==> config.mk <==
export PLATFORM = sky130hd
export DESIGN_NAME = dma_desc_top
export DESIGN_NICKNAME = d
export VERILOG_FILES = /design/src/rtl/dma_pkg.sv /design/src/rtl/credit_fifo.sv /design/src/rtl/desc_frontend.sv /design/src/rtl/xfer_backend.sv /design/src/rtl/mem_arbiter.sv /design/src/rtl/dma_desc_top.sv
export SDC_FILE = /design/constraint.sdc
export NUM_CORES = 1
export LEC_CHECK = 0
export BUFFER_PORTS_ARGS = -buffer_cell sky130_fd_sc_hd__buf_2
export CORE_AREA = 2 2 240 242
export DETAILED_ROUTE_END_ITERATION = 8
export DIE_AREA = 0 0 242 244
export PLACE_DENSITY = 0.7
export SYNTH_ARGS = -nofsm -noshare
export SYNTH_HDL_FRONTEND = slang
export SYNTH_SLANG_ARGS = --single-unit
==> constraint.sdc <==
create_clock -name clk_i -period 5 [get_ports clk_i]
set_clock_uncertainty 0.05 [all_clocks]
set_input_delay 0.25 -clock clk_i [delete_from_list [all_inputs] [get_ports clk_i]]
set_output_delay 0.25 -clock clk_i [all_outputs]
set_load 0.02 [all_outputs]
==> src/rtl/dma_pkg.sv <==
// Shared widths, types and constants of the descriptor DMA engine
// Descriptor layout, register offsets and queue depths
`default_nettype none

package dma_pkg;

  localparam int unsigned AddrWidth = 32;
  localparam int unsigned DataWidth = 32;
  localparam int unsigned LenWidth  = 16;
  localparam int unsigned WordBytes = DataWidth / 8; // Byte step between words

  typedef logic [AddrWidth-1:0] addr_t;
  typedef logic [DataWidth-1:0] data_t;
  typedef logic [LenWidth-1:0]  len_t;

  // Transfer request handed from frontend to backend
  typedef struct packed {
    addr_t src;
    addr_t dst;
    len_t  len;
  } xfer_req_t;

  typedef logic mst_id_t;
  localparam mst_id_t MstFrontend = 1'b0;
  localparam mst_id_t MstBackend  = 1'b1;

  localparam int unsigned XferQueueDepth = 4;
  localparam int unsigned MemOutstanding = 4;
  localparam int unsigned DescWords      = 4;

  typedef logic [$clog2(XferQueueDepth+1)-1:0] credit_t;
  typedef logic [$clog2(DescWords)-1:0]        word_idx_t;
  typedef logic [15:0]                         cnt_t;

  localparam addr_t RegHeadOffset   = 32'h0000_0000;
  localparam addr_t RegStatusOffset = 32'h0000_0004;

  // Word positions inside a descriptor
  localparam int unsigned DescSrcIdx  = 0;
  localparam int unsigned DescDstIdx  = 1;
  localparam int unsigned DescLenIdx  = 2;
  localparam int unsigned DescNextIdx = 3;

endpackage : dma_pkg

`default_nettype wire

==> src/rtl/credit_fifo.sv <==
// Small circular FIFO with a type parameter for its payload
// Head entry is visible on data_o while not empty
`timescale 1ns/10ps
`default_nettype none

module credit_fifo #(
  parameter type         item_t = logic,
  parameter int unsigned Depth  = 4
) (
  input  logic  clk_i,
  input  logic  arst_n_i,
  input  logic  push_i,
  input  item_t data_i,
  input  logic  pop_i,
  output item_t data_o,
  output logic  empty_o,
  output logic  full_o
);

  item_t                    mem_q [Depth];
  logic [$clog2(Depth)-1:0] wr_ptr_q;
  logic [$clog2(Depth)-1:0] rd_ptr_q;
  logic [$clog2(Depth):0]   count_q;
  logic                     do_push;
  logic                     do_pop;

  assign full_o  = (count_q == Depth);
  assign empty_o = (count_q == '0);
  assign do_push = push_i & ~full_o;
  assign do_pop  = pop_i & ~empty_o;
  assign data_o  = mem_q[rd_ptr_q];

  always_ff @(posedge clk_i or negedge arst_n_i) begin
    if (!arst_n_i) begin
      wr_ptr_q <= '0;
      rd_ptr_q <= '0;
      count_q  <= '0;
    end else begin
      if (do_push) begin
        wr_ptr_q <= (wr_ptr_q == Depth - 1) ? '0 : wr_ptr_q + 1'b1;
      end
      if (do_pop) begin
        rd_ptr_q <= (rd_ptr_q == Depth - 1) ? '0 : rd_ptr_q + 1'b1;
      end
      case ({do_push, do_pop})
        2'b10:   count_q <= count_q + 1'b1;
        2'b01:   count_q <= count_q - 1'b1;
        default: count_q <= count_q; // Idle or push and pop together
      endcase
    end
  end

  always_ff @(posedge clk_i) begin
    if (do_push) begin
      mem_q[wr_ptr_q] <= data_i;
    end
  end

endmodule : credit_fifo

`default_nettype wire

==> src/rtl/desc_frontend.sv <==
// Descriptor frontend: register port, descriptor fetch FSM,
// transfer credits, completion counting and chain interrupt
`timescale 1ns/10ps
`default_nettype none

module desc_frontend (
  input  logic               clk_i,
  input  logic               arst_n_i,
  input  logic               reg_valid_i,
  input  logic               reg_we_i,
  input  dma_pkg::addr_t     reg_addr_i,
  input  dma_pkg::data_t     reg_wdata_i,
  output dma_pkg::data_t     reg_rdata_o,
  output logic               reg_ready_o,
  output logic               irq_o,
  output logic               xfer_valid_o,
  output dma_pkg::xfer_req_t xfer_req_o,
  input  logic               xfer_credit_i,
  input  logic               xfer_done_i,
  output logic               mem_req_o,
  output logic               mem_we_o,
  output dma_pkg::addr_t     mem_addr_o,
  output dma_pkg::data_t     mem_wdata_o,
  input  logic               mem_gnt_i,
  input  logic               mem_rvalid_i,
  input  dma_pkg::data_t     mem_rdata_i
);

  typedef enum logic [1:0] {FeIdle, FeFetch, FeIssue, FeDrain} fe_state_e;

  fe_state_e          state_q;
  dma_pkg::addr_t     desc_addr_q;    // Descriptor currently fetched
  dma_pkg::addr_t     next_q;
  dma_pkg::xfer_req_t desc_q;
  dma_pkg::word_idx_t word_cnt_q;
  logic               rd_pending_q;   // Read granted, data still out
  dma_pkg::credit_t   credit_q;
  dma_pkg::cnt_t      done_cnt_q;
  dma_pkg::cnt_t      chain_issued_q;
  dma_pkg::cnt_t      chain_done_q;
  logic               busy_q;
  logic               irq_q;
  logic               head_we;
  logic               issue;
  logic               last_done;

  assign reg_ready_o = reg_valid_i;
  assign head_we     = reg_valid_i & reg_we_i & (reg_addr_i == dma_pkg::RegHeadOffset) & ~busy_q;

  always_comb begin
    reg_rdata_o = '0;
    if (reg_addr_i == dma_pkg::RegStatusOffset) begin
      reg_rdata_o[31]   = busy_q;
      reg_rdata_o[15:0] = done_cnt_q;
    end else if (reg_addr_i == dma_pkg::RegHeadOffset) begin
      reg_rdata_o = desc_addr_q;
    end
  end

  assign issue     = (state_q == FeIssue) & (credit_q != '0);
  assign last_done = (state_q == FeDrain) & xfer_done_i & (chain_done_q + 1'b1 == chain_issued_q);

  // Descriptor words are read one at a time, never overlapped
  assign mem_req_o   = (state_q == FeFetch) & ~rd_pending_q;
  assign mem_we_o    = 1'b0;
  assign mem_wdata_o = '0;
  assign mem_addr_o  = desc_addr_q + dma_pkg::addr_t'(word_cnt_q) * dma_pkg::WordBytes;

  assign xfer_valid_o = issue;
  assign xfer_req_o   = desc_q;
  assign irq_o        = irq_q;

  always_ff @(posedge clk_i or negedge arst_n_i) begin
    if (!arst_n_i) begin
      state_q      <= FeIdle;
      desc_addr_q  <= '0;
      word_cnt_q   <= '0;
      rd_pending_q <= 1'b0;
      busy_q       <= 1'b0;
      irq_q        <= 1'b0;
    end else begin
      irq_q <= last_done; // One cycle after the final completion
      unique case (state_q)
        FeIdle: begin
          if (head_we) begin
            state_q     <= FeFetch;
            desc_addr_q <= reg_wdata_i;
            word_cnt_q  <= '0;
            busy_q      <= 1'b1;
          end
        end
        FeFetch: begin
          if (mem_req_o && mem_gnt_i) begin
            rd_pending_q <= 1'b1;
          end
          if (mem_rvalid_i) begin
            rd_pending_q <= 1'b0;
            word_cnt_q   <= word_cnt_q + 1'b1;
            if (word_cnt_q == dma_pkg::DescWords - 1) begin
              state_q    <= FeIssue;
              word_cnt_q <= '0;
            end
          end
        end
        FeIssue: begin
          if (issue) begin
            if (next_q == '0) begin
              state_q <= FeDrain;
            end else begin
              state_q     <= FeFetch;
              desc_addr_q <= next_q;
            end
          end
        end
        FeDrain: begin
          if (last_done) begin
            state_q <= FeIdle;
            busy_q  <= 1'b0;
          end
        end
        default: state_q <= FeIdle;
      endcase
    end
  end

  always_ff @(posedge clk_i) begin
    if (state_q == FeFetch && mem_rvalid_i) begin
      case (word_cnt_q)
        dma_pkg::DescSrcIdx:  desc_q.src <= mem_rdata_i;
        dma_pkg::DescDstIdx:  desc_q.dst <= mem_rdata_i;
        dma_pkg::DescLenIdx:  desc_q.len <= mem_rdata_i[dma_pkg::LenWidth-1:0];
        dma_pkg::DescNextIdx: next_q     <= mem_rdata_i;
        default:              next_q     <= next_q;
      endcase
    end
  end

  always_ff @(posedge clk_i or negedge arst_n_i) begin
    if (!arst_n_i) begin
      credit_q       <= dma_pkg::credit_t'(dma_pkg::XferQueueDepth);
      done_cnt_q     <= '0;
      chain_issued_q <= '0;
      chain_done_q   <= '0;
    end else begin
      case ({issue, xfer_credit_i})
        2'b10:   credit_q <= credit_q - 1'b1;
        2'b01:   credit_q <= credit_q + 1'b1;
        default: credit_q <= credit_q;
      endcase
      if (xfer_done_i) begin
        done_cnt_q <= done_cnt_q + 1'b1;
      end
      if (head_we) begin
        chain_issued_q <= '0;
        chain_done_q   <= '0;
      end else begin
        if (issue) begin
          chain_issued_q <= chain_issued_q + 1'b1;
        end
        if (xfer_done_i) begin
          chain_done_q <= chain_done_q + 1'b1;
        end
      end
    end
  end

endmodule : desc_frontend

`default_nettype wire

==> src/rtl/xfer_backend.sv <==
// Transfer backend: request queue, credit return and
// word-by-word copy from source to destination
`timescale 1ns/10ps
`default_nettype none

module xfer_backend (
  input  logic               clk_i,
  input  logic               arst_n_i,
  input  logic               xfer_valid_i,
  input  dma_pkg::xfer_req_t xfer_req_i,
  output logic               xfer_credit_o,
  output logic               xfer_done_o,
  output logic               mem_req_o,
  output logic               mem_we_o,
  output dma_pkg::addr_t     mem_addr_o,
  output dma_pkg::data_t     mem_wdata_o,
  input  logic               mem_gnt_i,
  input  logic               mem_rvalid_i,
  input  dma_pkg::data_t     mem_rdata_i
);

  typedef enum logic [2:0] {BeIdle, BeRdReq, BeRdWait, BeWrReq, BeWrWait} be_state_e;

  be_state_e          state_q;
  dma_pkg::xfer_req_t head_req;
  logic               q_empty;
  logic               pop;
  dma_pkg::addr_t     src_q;
  dma_pkg::addr_t     dst_q;
  dma_pkg::len_t      rem_q;   // Words left in this transfer
  dma_pkg::data_t     data_q;
  logic               done_q;
  logic               wr_ack;

  // Credits keep the queue from ever filling up
  credit_fifo #(
    .item_t ( dma_pkg::xfer_req_t     ),
    .Depth  ( dma_pkg::XferQueueDepth )
  ) i_req_queue (
    .clk_i,
    .arst_n_i,
    .push_i  ( xfer_valid_i ),
    .data_i  ( xfer_req_i   ),
    .pop_i   ( pop          ),
    .data_o  ( head_req     ),
    .empty_o ( q_empty      ),
    .full_o  (              )
  );

  assign pop    = (state_q == BeIdle) & ~q_empty;
  assign wr_ack = (state_q == BeWrWait) & mem_rvalid_i;

  assign xfer_credit_o = pop;
  assign xfer_done_o   = done_q;

  assign mem_req_o   = (state_q == BeRdReq) | (state_q == BeWrReq);
  assign mem_we_o    = (state_q == BeWrReq);
  assign mem_addr_o  = (state_q == BeWrReq) ? dst_q : src_q;
  assign mem_wdata_o = data_q;

  always_ff @(posedge clk_i or negedge arst_n_i) begin
    if (!arst_n_i) begin
      state_q <= BeIdle;
      rem_q   <= '0;
      done_q  <= 1'b0;
    end else begin
      // Zero-length requests complete right after the pop
      done_q <= (pop && head_req.len == '0) || (wr_ack && rem_q == 1);
      unique case (state_q)
        BeIdle: begin
          if (pop && head_req.len != '0) begin
            state_q <= BeRdReq;
            rem_q   <= head_req.len;
          end
        end
        BeRdReq:  if (mem_gnt_i) state_q <= BeRdWait;
        BeRdWait: if (mem_rvalid_i) state_q <= BeWrReq;
        BeWrReq:  if (mem_gnt_i) state_q <= BeWrWait;
        BeWrWait: begin
          if (mem_rvalid_i) begin
            rem_q   <= rem_q - 1'b1;
            state_q <= (rem_q == 1) ? BeIdle : BeRdReq;
          end
        end
        default: state_q <= BeIdle;
      endcase
    end
  end

  always_ff @(posedge clk_i) begin
    if (pop) begin
      src_q <= head_req.src;
      dst_q <= head_req.dst;
    end else if (wr_ack) begin
      src_q <= src_q + dma_pkg::WordBytes;
      dst_q <= dst_q + dma_pkg::WordBytes;
    end
    if (state_q == BeRdWait && mem_rvalid_i) begin
      data_q <= mem_rdata_i; // Held for the write phase
    end
  end

endmodule : xfer_backend

`default_nettype wire

==> src/rtl/mem_arbiter.sv <==
// Round-robin arbiter of two memory masters onto one port
// Responses return in grant order through an id queue
`timescale 1ns/10ps
`default_nettype none

module mem_arbiter (
  input  logic           clk_i,
  input  logic           arst_n_i,
  input  logic           fe_req_i,
  input  logic           fe_we_i,
  input  dma_pkg::addr_t fe_addr_i,
  input  dma_pkg::data_t fe_wdata_i,
  output logic           fe_gnt_o,
  output logic           fe_rvalid_o,
  output dma_pkg::data_t fe_rdata_o,
  input  logic           be_req_i,
  input  logic           be_we_i,
  input  dma_pkg::addr_t be_addr_i,
  input  dma_pkg::data_t be_wdata_i,
  output logic           be_gnt_o,
  output logic           be_rvalid_o,
  output dma_pkg::data_t be_rdata_o,
  output logic           mem_req_o,
  output logic           mem_we_o,
  output dma_pkg::addr_t mem_addr_o,
  output dma_pkg::data_t mem_wdata_o,
  input  logic           mem_gnt_i,
  input  logic           mem_rvalid_i,
  input  dma_pkg::data_t mem_rdata_i
);

  dma_pkg::mst_id_t prio_q;   // Winner when both masters request
  dma_pkg::mst_id_t sel_id;
  dma_pkg::mst_id_t head_id;  // Owner of the next response
  logic             order_empty;
  logic             order_full;
  logic             grant;

  always_comb begin
    if (fe_req_i && be_req_i) begin
      sel_id = prio_q;
    end else if (be_req_i) begin
      sel_id = dma_pkg::MstBackend;
    end else begin
      sel_id = dma_pkg::MstFrontend;
    end
  end

  assign mem_req_o   = (fe_req_i | be_req_i) & ~order_full;
  assign mem_we_o    = (sel_id == dma_pkg::MstBackend) ? be_we_i    : fe_we_i;
  assign mem_addr_o  = (sel_id == dma_pkg::MstBackend) ? be_addr_i  : fe_addr_i;
  assign mem_wdata_o = (sel_id == dma_pkg::MstBackend) ? be_wdata_i : fe_wdata_i;

  assign grant    = mem_req_o & mem_gnt_i;
  assign fe_gnt_o = grant & (sel_id == dma_pkg::MstFrontend);
  assign be_gnt_o = grant & (sel_id == dma_pkg::MstBackend);

  credit_fifo #(
    .item_t ( dma_pkg::mst_id_t       ),
    .Depth  ( dma_pkg::MemOutstanding )
  ) i_order_queue (
    .clk_i,
    .arst_n_i,
    .push_i  ( grant        ),
    .data_i  ( sel_id       ),
    .pop_i   ( mem_rvalid_i ),
    .data_o  ( head_id      ),
    .empty_o ( order_empty  ),
    .full_o  ( order_full   )
  );

  assign fe_rvalid_o = mem_rvalid_i & ~order_empty & (head_id == dma_pkg::MstFrontend);
  assign be_rvalid_o = mem_rvalid_i & ~order_empty & (head_id == dma_pkg::MstBackend);
  assign fe_rdata_o  = mem_rdata_i;
  assign be_rdata_o  = mem_rdata_i;

  always_ff @(posedge clk_i or negedge arst_n_i) begin
    if (!arst_n_i) begin
      prio_q <= dma_pkg::MstFrontend;
    end else if (grant) begin
      prio_q <= ~sel_id; // Other master goes first next time
    end
  end

endmodule : mem_arbiter

`default_nettype wire

==> src/rtl/dma_desc_top.sv <==
// Top level of the descriptor DMA engine
// Frontend and backend share one memory port through the arbiter
`timescale 1ns/10ps
`default_nettype none

module dma_desc_top (
  input  logic           clk_i,
  input  logic           arst_n_i,
  input  logic           reg_valid_i,
  input  logic           reg_we_i,
  input  dma_pkg::addr_t reg_addr_i,
  input  dma_pkg::data_t reg_wdata_i,
  output dma_pkg::data_t reg_rdata_o,
  output logic           reg_ready_o,
  output logic           irq_o,
  output logic           mem_req_o,
  output logic           mem_we_o,
  output dma_pkg::addr_t mem_addr_o,
  output dma_pkg::data_t mem_wdata_o,
  input  logic           mem_gnt_i,
  input  logic           mem_rvalid_i,
  input  dma_pkg::data_t mem_rdata_i
);

  logic               xfer_valid;
  dma_pkg::xfer_req_t xfer_req;
  logic               xfer_credit;
  logic               xfer_done;

  logic               fe_req;
  logic               fe_we;
  logic               fe_gnt;
  logic               fe_rvalid;
  dma_pkg::addr_t     fe_addr;
  dma_pkg::data_t     fe_wdata;
  dma_pkg::data_t     fe_rdata;
  logic               be_req;
  logic               be_we;
  logic               be_gnt;
  logic               be_rvalid;
  dma_pkg::addr_t     be_addr;
  dma_pkg::data_t     be_wdata;
  dma_pkg::data_t     be_rdata;

  desc_frontend i_frontend (
    .clk_i,
    .arst_n_i,
    .reg_valid_i,
    .reg_we_i,
    .reg_addr_i,
    .reg_wdata_i,
    .reg_rdata_o,
    .reg_ready_o,
    .irq_o,
    .xfer_valid_o  ( xfer_valid  ),
    .xfer_req_o    ( xfer_req    ),
    .xfer_credit_i ( xfer_credit ),
    .xfer_done_i   ( xfer_done   ),
    .mem_req_o     ( fe_req      ),
    .mem_we_o      ( fe_we       ),
    .mem_addr_o    ( fe_addr     ),
    .mem_wdata_o   ( fe_wdata    ),
    .mem_gnt_i     ( fe_gnt      ),
    .mem_rvalid_i  ( fe_rvalid   ),
    .mem_rdata_i   ( fe_rdata    )
  );

  xfer_backend i_backend (
    .clk_i,
    .arst_n_i,
    .xfer_valid_i  ( xfer_valid  ),
    .xfer_req_i    ( xfer_req    ),
    .xfer_credit_o ( xfer_credit ),
    .xfer_done_o   ( xfer_done   ),
    .mem_req_o     ( be_req      ),
    .mem_we_o      ( be_we       ),
    .mem_addr_o    ( be_addr     ),
    .mem_wdata_o   ( be_wdata    ),
    .mem_gnt_i     ( be_gnt      ),
    .mem_rvalid_i  ( be_rvalid   ),
    .mem_rdata_i   ( be_rdata    )
  );

  mem_arbiter i_arbiter (
    .clk_i,
    .arst_n_i,
    .fe_req_i    ( fe_req    ),
    .fe_we_i     ( fe_we     ),
    .fe_addr_i   ( fe_addr   ),
    .fe_wdata_i  ( fe_wdata  ),
    .fe_gnt_o    ( fe_gnt    ),
    .fe_rvalid_o ( fe_rvalid ),
    .fe_rdata_o  ( fe_rdata  ),
    .be_req_i    ( be_req    ),
    .be_we_i     ( be_we     ),
    .be_addr_i   ( be_addr   ),
    .be_wdata_i  ( be_wdata  ),
    .be_gnt_o    ( be_gnt    ),
    .be_rvalid_o ( be_rvalid ),
    .be_rdata_o  ( be_rdata  ),
    .mem_req_o,
    .mem_we_o,
    .mem_addr_o,
    .mem_wdata_o,
    .mem_gnt_i,
    .mem_rvalid_i,
    .mem_rdata_i
  );

endmodule : dma_desc_top

`default_nettype wire

==> results of run 1 <==
## critical path, delay by kind of cell, from the launching register on
family,cells,cell delay (ns)
simple gates,5,1.44
fa+ha+maj,2,0.70
flops,1,0.44
buf+inv,2,0.26
compound gates,1,0.15
xor+xnor,1,0.14
## registers in the layout, indices dropped and copies added (netlist names), 3 cells and up
| name | count |
|---|---|
| i_frontend.desc_addr_q | 32 |
| i_backend.mem_wdata_o | 32 |
| i_frontend.xfer_req_o | 80 |
| i_frontend.chain_issued_q | 16 |
| i_frontend.next_q | 32 |
| i_backend.rem_q | 16 |
| i_backend.i_req_queue.count_q | 3 |
| i_frontend.done_cnt_q | 16 |
| i_backend.src_q | 32 |
| i_backend.i_req_queue.mem_q | 320 |
| i_frontend.credit_q | 3 |
| i_backend.dst_q | 32 |
| i_arbiter.i_order_queue.mem_q | 4 |
| i_frontend.chain_done_q | 16 |
| i_backend.state_q | 3 |
| i_arbiter.i_order_queue.count_q | 3 |
## stage by stage
step	power, mW	setup WS [ns]	std cells
finish	11.0	0.994	3069
global route	11.3	0.768	3069
CTS	11.1	1.02	3069
detailed placement	6.23	1.65	2885
global placement	6.23	1.68	2885
floorplan	6.09	0.994	1991
## cell usage after synthesis, drive strengths merged, types with 3 or more instances
cell / instances / area share, %
nor3b: 3 / 0.079
and3: 23 / 0.51
fa: 4 / 0.28
mux2i: 66 / 2.3
edfxtp: 532 / 56
o31ai: 3 / 0.079
buf: 26 / 0.59
dfrtp: 124 / 11
or2: 4 / 0.087
or4: 3 / 0.079
and4: 5 / 0.15
nor4: 30 / 0.74
nor3: 35 / 0.61
or3: 16 / 0.35
mux2: 4 / 0.16
o211ai: 18 / 0.47
o22ai: 7 / 0.15
inv: 39 / 0.51
a21o: 4 / 0.10
nand3: 49 / 0.86
mux4: 81 / 6.4
a22oi: 5 / 0.13
ha: 31 / 1.4
nand2b: 12 / 0.26
nand2: 156 / 2.0
a21oi: 68 / 1.6
clkbuf: 65 / 0.85
xor2: 82 / 2.5
and2: 59 / 1.3
xnor2: 74 / 2.3
nor2: 177 / 2.6
o221ai: 5 / 0.15
nand4: 36 / 0.79
o21ai: 114 / 2.0
## what timing repair did
item | in CTS | in global routing
setup buffers | 0 | 0
hold buffers | 63 | 0
hold endpoints to repair | 263 | 0
gates resized for setup | 0 | 0
## final cells by class
type	count	area [sq um]	area share, %
Clock buffer	97	1960	5.90
Sequential cell	657	19100	57.5
Timing Repair Buffer	293	1920	5.79
Clock inverter	24	171	0.516
Inverter	39	148	0.444
Multi-Input combinational cell	1203	8980	27.0
Tap cell	756	946	2.85
## cell families after synthesis
group,Yosys count,share of synthesized area [%]
compound gates,243,5.27
xor+xnor,156,4.78
fa+ha+maj,35,1.64
buf+inv,131,1.99
flops,657,66.8
mux,151,8.84
simple gates,618,10.7
## layout by cell type, fill, tap and decap left out, types with 36 or more instances in the layout
cell           instances
nand2_1              155
o21ai_0              114
nand3_1               49
inv_1                 38
a21oi_1               40
buf_2                200
and2_1                54
mux4_2                81
nor2_1               148
mux2i_1               66
edfxtp_1             532
dlygate4sd3_1         63
clkbuf_16             75
xnor2_1               74
dfrtp_1              121
xor2_1                82
nand4_1               36
## power by group
part | internal, mW | total, mW | leakage (nW) | switching [mW]
clock | 2.83 | 4.86 | 1.04 | 2.03
combinational | 0.108 | 0.266 | 4.19 | 0.159
sequential | 5.87 | 5.90 | 6.12 | 0.0220
total | 8.82 | 11.0 | 11.4 | 2.21
## per-layer routing
metal | GRT usage [%] | share of wire (%) | vias to the layer above
li1 | - | - | 7955
met3 | 3.35 | 6.4 | 125
met5 | 0 | 0.010 | -
met4 | 7.57 | 2.7 | 2
met1 | 33.3 | 43 | 8931
met2 | 38.2 | 48 | 642
## path summary, 6_finish.rpt
check                                                      endpoint  slack (ns)  cells after the start
min                           i_frontend.desc_addr_q[6]$_DFFE_PN0P_        0.02                      3
max in group asynchronous  i_frontend.chain_issued_q[2]$_DFFE_PN0P_        3.52                      3
min in group asynchronous    i_frontend.desc_addr_q[24]$_DFFE_PN0P_        0.21                      2
min reg2reg                   i_frontend.done_cnt_q[15]$_DFFE_PN0P_        0.42                      1
max reg2reg                  i_frontend.desc_addr_q[17]$_DFFE_PN0P_        1.60                     10
max                                                  mem_addr_o[30]        0.99                     11
==> run metrics, run 1 <==
status finished clean; crit path DAT ~3.7 ns; Num CTS Buffers a little under 70; Clock Tree Buf Depth 3; Slew HR a little over a fifth; die area slightly below 0.06 sq mm; Synth-to-Final Area Change 16.2%; Initial Utilization between 50% and 60%; maximum fanout along the worst path 6; number of synthesized register bits around 660; Worst Setup SP i_frontend.word_cnt_q[0]$_DFFE_PN0P_; post-placement cell area 0.0305 sq mm; Via density approximately 5.8; clk sinks about 660; total wire length between 60000 and 70000 um; CP Class flop to primary output; # setup viols final 0; fraction of layout cells with a size suffix above 1 a little over a fifth; worst hold path type input port to flop; Detail Placement HPWL approximately 45000 um; Slowest cell on crit path nor4_1; Final Max Tran Viols 0; leakage roughly 11 nW; Fillers 4392; DRC Markers 0; num ports between 200 and 250; EDFF count, synth ~530; WP data required between 4 and 5 ns; CTS clk-pin slew, worst paths 0.06 ns; synth warn 0; Startpoint Class flop; H-tree depth 3; row cnt 87; Post-Synthesis Cells roughly 2k; Tmin final between 4 and 5 ns; Nets 2399; synth unique cells between 60 and 70; Mapped Nets 2128; core area 0.0562 sq mm; Peak Freq 250 MHz; final antenna-violating net count 0; Most Frequent Cell on Critical Path nand2_1; initial DRC count between 1.5k and 2k; wire per inst 22.6 um; worst skew pair latency 0.60 ns; clk root buf clkbuf_16; Critical Path, Cell by Cell ha_1 -> inv_1 -> fa_1 -> nand2b_1 -> nor4_1 -> nand2_1 -> nor2_1 -> nand2_1 -> xor2_1 -> o21ai_0 -> buf_2; largest net degree at the start of global routing approximately 90; die height between 200 and 250 um; Post-synth ARST share between 10% and 20%; number of global-route vias before repair 17.5k; grt ovf 0; RSZ-0062 raised after global routing no; Hold Crit Start reg_wdata_i[6]; Placer Congestion about 0.88; FF-to-FF Start i_frontend.state_q[0]$_DFFE_PN0P_; port buffer count approximately 200; Die X around 240 um; total global-route track usage around a quarter; vias post-DR 17.7k; synthesized area 0.0286 sq mm; cell area after layout 0.0332 sq mm; Final Hold Vio Count 0; CP endpoint kind primary output; Hold Slack 0.0202 ns; Pwr per Cell Area around 330 mW/mm^2; Post-Route Setup TNS 0 ns; period utilisation layout roughly four fifths; Util after Layout between 50 and 60%; syn avg cell area 14.4 sq um; ANT cells 0; Worst path max stage delay 0.58 ns; initial antenna violation count 1; first-pass GRT wire length around 110000 um; CTS tree done; Max Cap Viol 0; top_reg_cell synth edfxtp_1; VDD IR-drop max between 0.3 and 0.4 mV; sequential cell area fraction in the yosys report 66.8%; worst slew pin tran 1.18 ns; drt pass-1 iters 6
No activity file was read; power rests on OpenSTA's default activity.
==> run 2: changes to the inputs <==
clock period = 4.1 ns   (was 5 ns; I/O delays follow)
==> run metrics, run 2 (same netlist as run 1, synthesis figures left out) <==
Nets about 2.4k; Worst Setup SP i_frontend.word_cnt_q[0]$_DFFE_PN0P_; DRC Markers 0; CTS clk-pin slew, worst paths 0.06 ns; Startpoint Class flop; Synth-to-Final Area Change 17.2%; Tmin final about 3.8 ns; drt pass-1 iters 5; worst hold path type input port to async pin; GR peak layer met2; period utilisation layout between 90 and 100%; grt ovf 0; Num CTS Buffers 68; Detail Placement HPWL roughly 46000 um; setup bufs post-CTS 0; RSZ-0062 raised after global routing no; maximum fanout along the worst path 6; # setup viols final 0; total wire length about 70000 um; most frequent cells in the layout edfxtp_1 (532), buf_2 (200), nand2_1 (155); first-pass GRT wire length approximately 110000 um; Final Max Tran Viols 0; Largest Register i_backend.i_req_queue.mem_q; Post-Route Setup TNS 0 ns; WP data required between 3 and 4 ns; fraction of layout cells with a size suffix above 1 between 20% and 30%; Global Route met2 Usage between 30% and 40%; num ports roughly 200; worst slew pin tran ~1.1 ns; clk root buf clkbuf_16; total global-route track usage approximately a quarter; CP Class flop to primary output; core area 0.0562 sq mm; GR Util met1 approximately a third; met3 global-route usage about 3.4%; VDD IR-drop max approximately 0.41 mV; Pwr per Cell Area 412 mW/mm^2; final antenna-violating net count 0; FF-to-FF Start i_frontend.state_q[0]$_DFFE_PN0P_; number of global-route vias before repair 17.8k; crit path DAT around 3.5 ns; die area ~0.06 sq mm; Clock Tree Buf Depth 3; CP endpoint kind primary output; wire per inst ~23 um; leakage between 10 and 15 nW; status finished clean; port buffer count 201; clk sinks approximately 660; initial DRC count about 1.8k; H-tree depth 3; row cnt 87; initial antenna violation count 2; Peak Freq around 270 MHz; Largest register FFs 320; Placer Congestion between 0.9 and 1; die height 244 um; Via density roughly 5.7; worst skew pair latency 0.60 ns; Initial Utilization 50.9%; CTS tree done; ANT cells 0; commonest non-fill, non-tap cell in the layout edfxtp_1; Max Cap Viol 0; Final Hold Vio Count 0; largest net degree at the start of global routing 79; Slew HR 29.3%; vias post-DR about 18k; Util after Layout 59.7%; Die X 242 um
## run 2: changes by cell type in the layout (fill, tap and decap cells not counted)
cell,delta
clkinv_2,-2
nor4_1,-1
clkbuf_8,+1
clkinv_4,+4
clkinv_1,-4
clkbuf_16,-6
dlygate4sd3_1,+4
bufinv_16,+9
buf_12,+1
clkinvlp_4,+2
buf_4,+13
clkbuf_1,-9
nor4_4,+1
## run 2: critical path, stage by stage, from the launching register on
cell and delay, ns:
dfrtp_1 0.45, ha_1 0.24, inv_1 0.07, fa_1 0.49, nand2b_1 0.24, nor4_4 0.39
nand2_1 0.24, nor2_1 0.22, nand2_1 0.09, xor2_1 0.13, o21ai_0 0.16, buf_2 0.19
## run 2: layout make-up
| class | count | area, sq um |
|---|---|---|
| timing repair buffer | 311 | 2080 |
| multi-input combinational | 1203 | 8990 |
| clock buffer | 83 | 1790 |
| tap | 756 | 946 |
| sequential | 657 | 19100 |
| inverter | 39 | 148 |
| clock inverter | 33 | 467 |
| fill | 4329 | 22600 |
## run 2: metrics by stage
stage | instances | area, sq um | hold slack (ns) | worst slack, ns | power (mW)
finish | 3082 | 33500 | 0.163 | 0.338 | 13.8
global route | 3082 | 33500 | 0.243 | 0.0869 | 14.2
CTS | 3082 | 33500 | 0.179 | 0.0265 | 13.9
detailed placement | 2899 | 30600 | 0.251 | 0.673 | 7.60
global placement | 2899 | 30600 | 0.244 | 0.712 | 7.59
floorplan | 1991 | 28600 | -0.141 | 0.0944 | 7.42
## run 2: report_power, final
part	leakage [nW]	switching (mW)	internal, mW	total, mW
registers	6.12	0.0271	7.16	7.19
clock network	1.09	2.50	3.80	6.30
logic	4.29	0.189	0.134	0.323
## run 2: worst paths after layout
path	to	slack, ns	depth (start not counted)
max in group asynchronous	i_backend.state_q[1]$_DFFE_PN0P_	2.87	3
min in group clk_i	i_frontend.xfer_req_o[42]$_DFFE_PP_	0.31	2
worst max register to register	i_backend.i_req_queue.mem_q[2][22]$_DFFE_PP_	0.87	7
worst min register to register	i_frontend.done_cnt_q[15]$_DFFE_PN0P_	0.42	1
worst max-delay path	mem_addr_o[30]	0.34	11
worst min-delay path	i_frontend.desc_addr_q[23]$_DFFE_PN0P_	0.16	2
## run 2: timing repair
action                                  in CTS  in global routing
resized for setup                            0                  2
hold buffers                                67                  0
endpoints found under the setup margin       0                  6
hold endpoints to repair                   258                  0
## run 2: routing by layer
metal  vias to the layer above  share of wire (%)
met5                         -                  0
met4                         0                2.9
met3                       119                6.6
met2                       646                 49
met1                      8932                 42
li1                       8007                  -
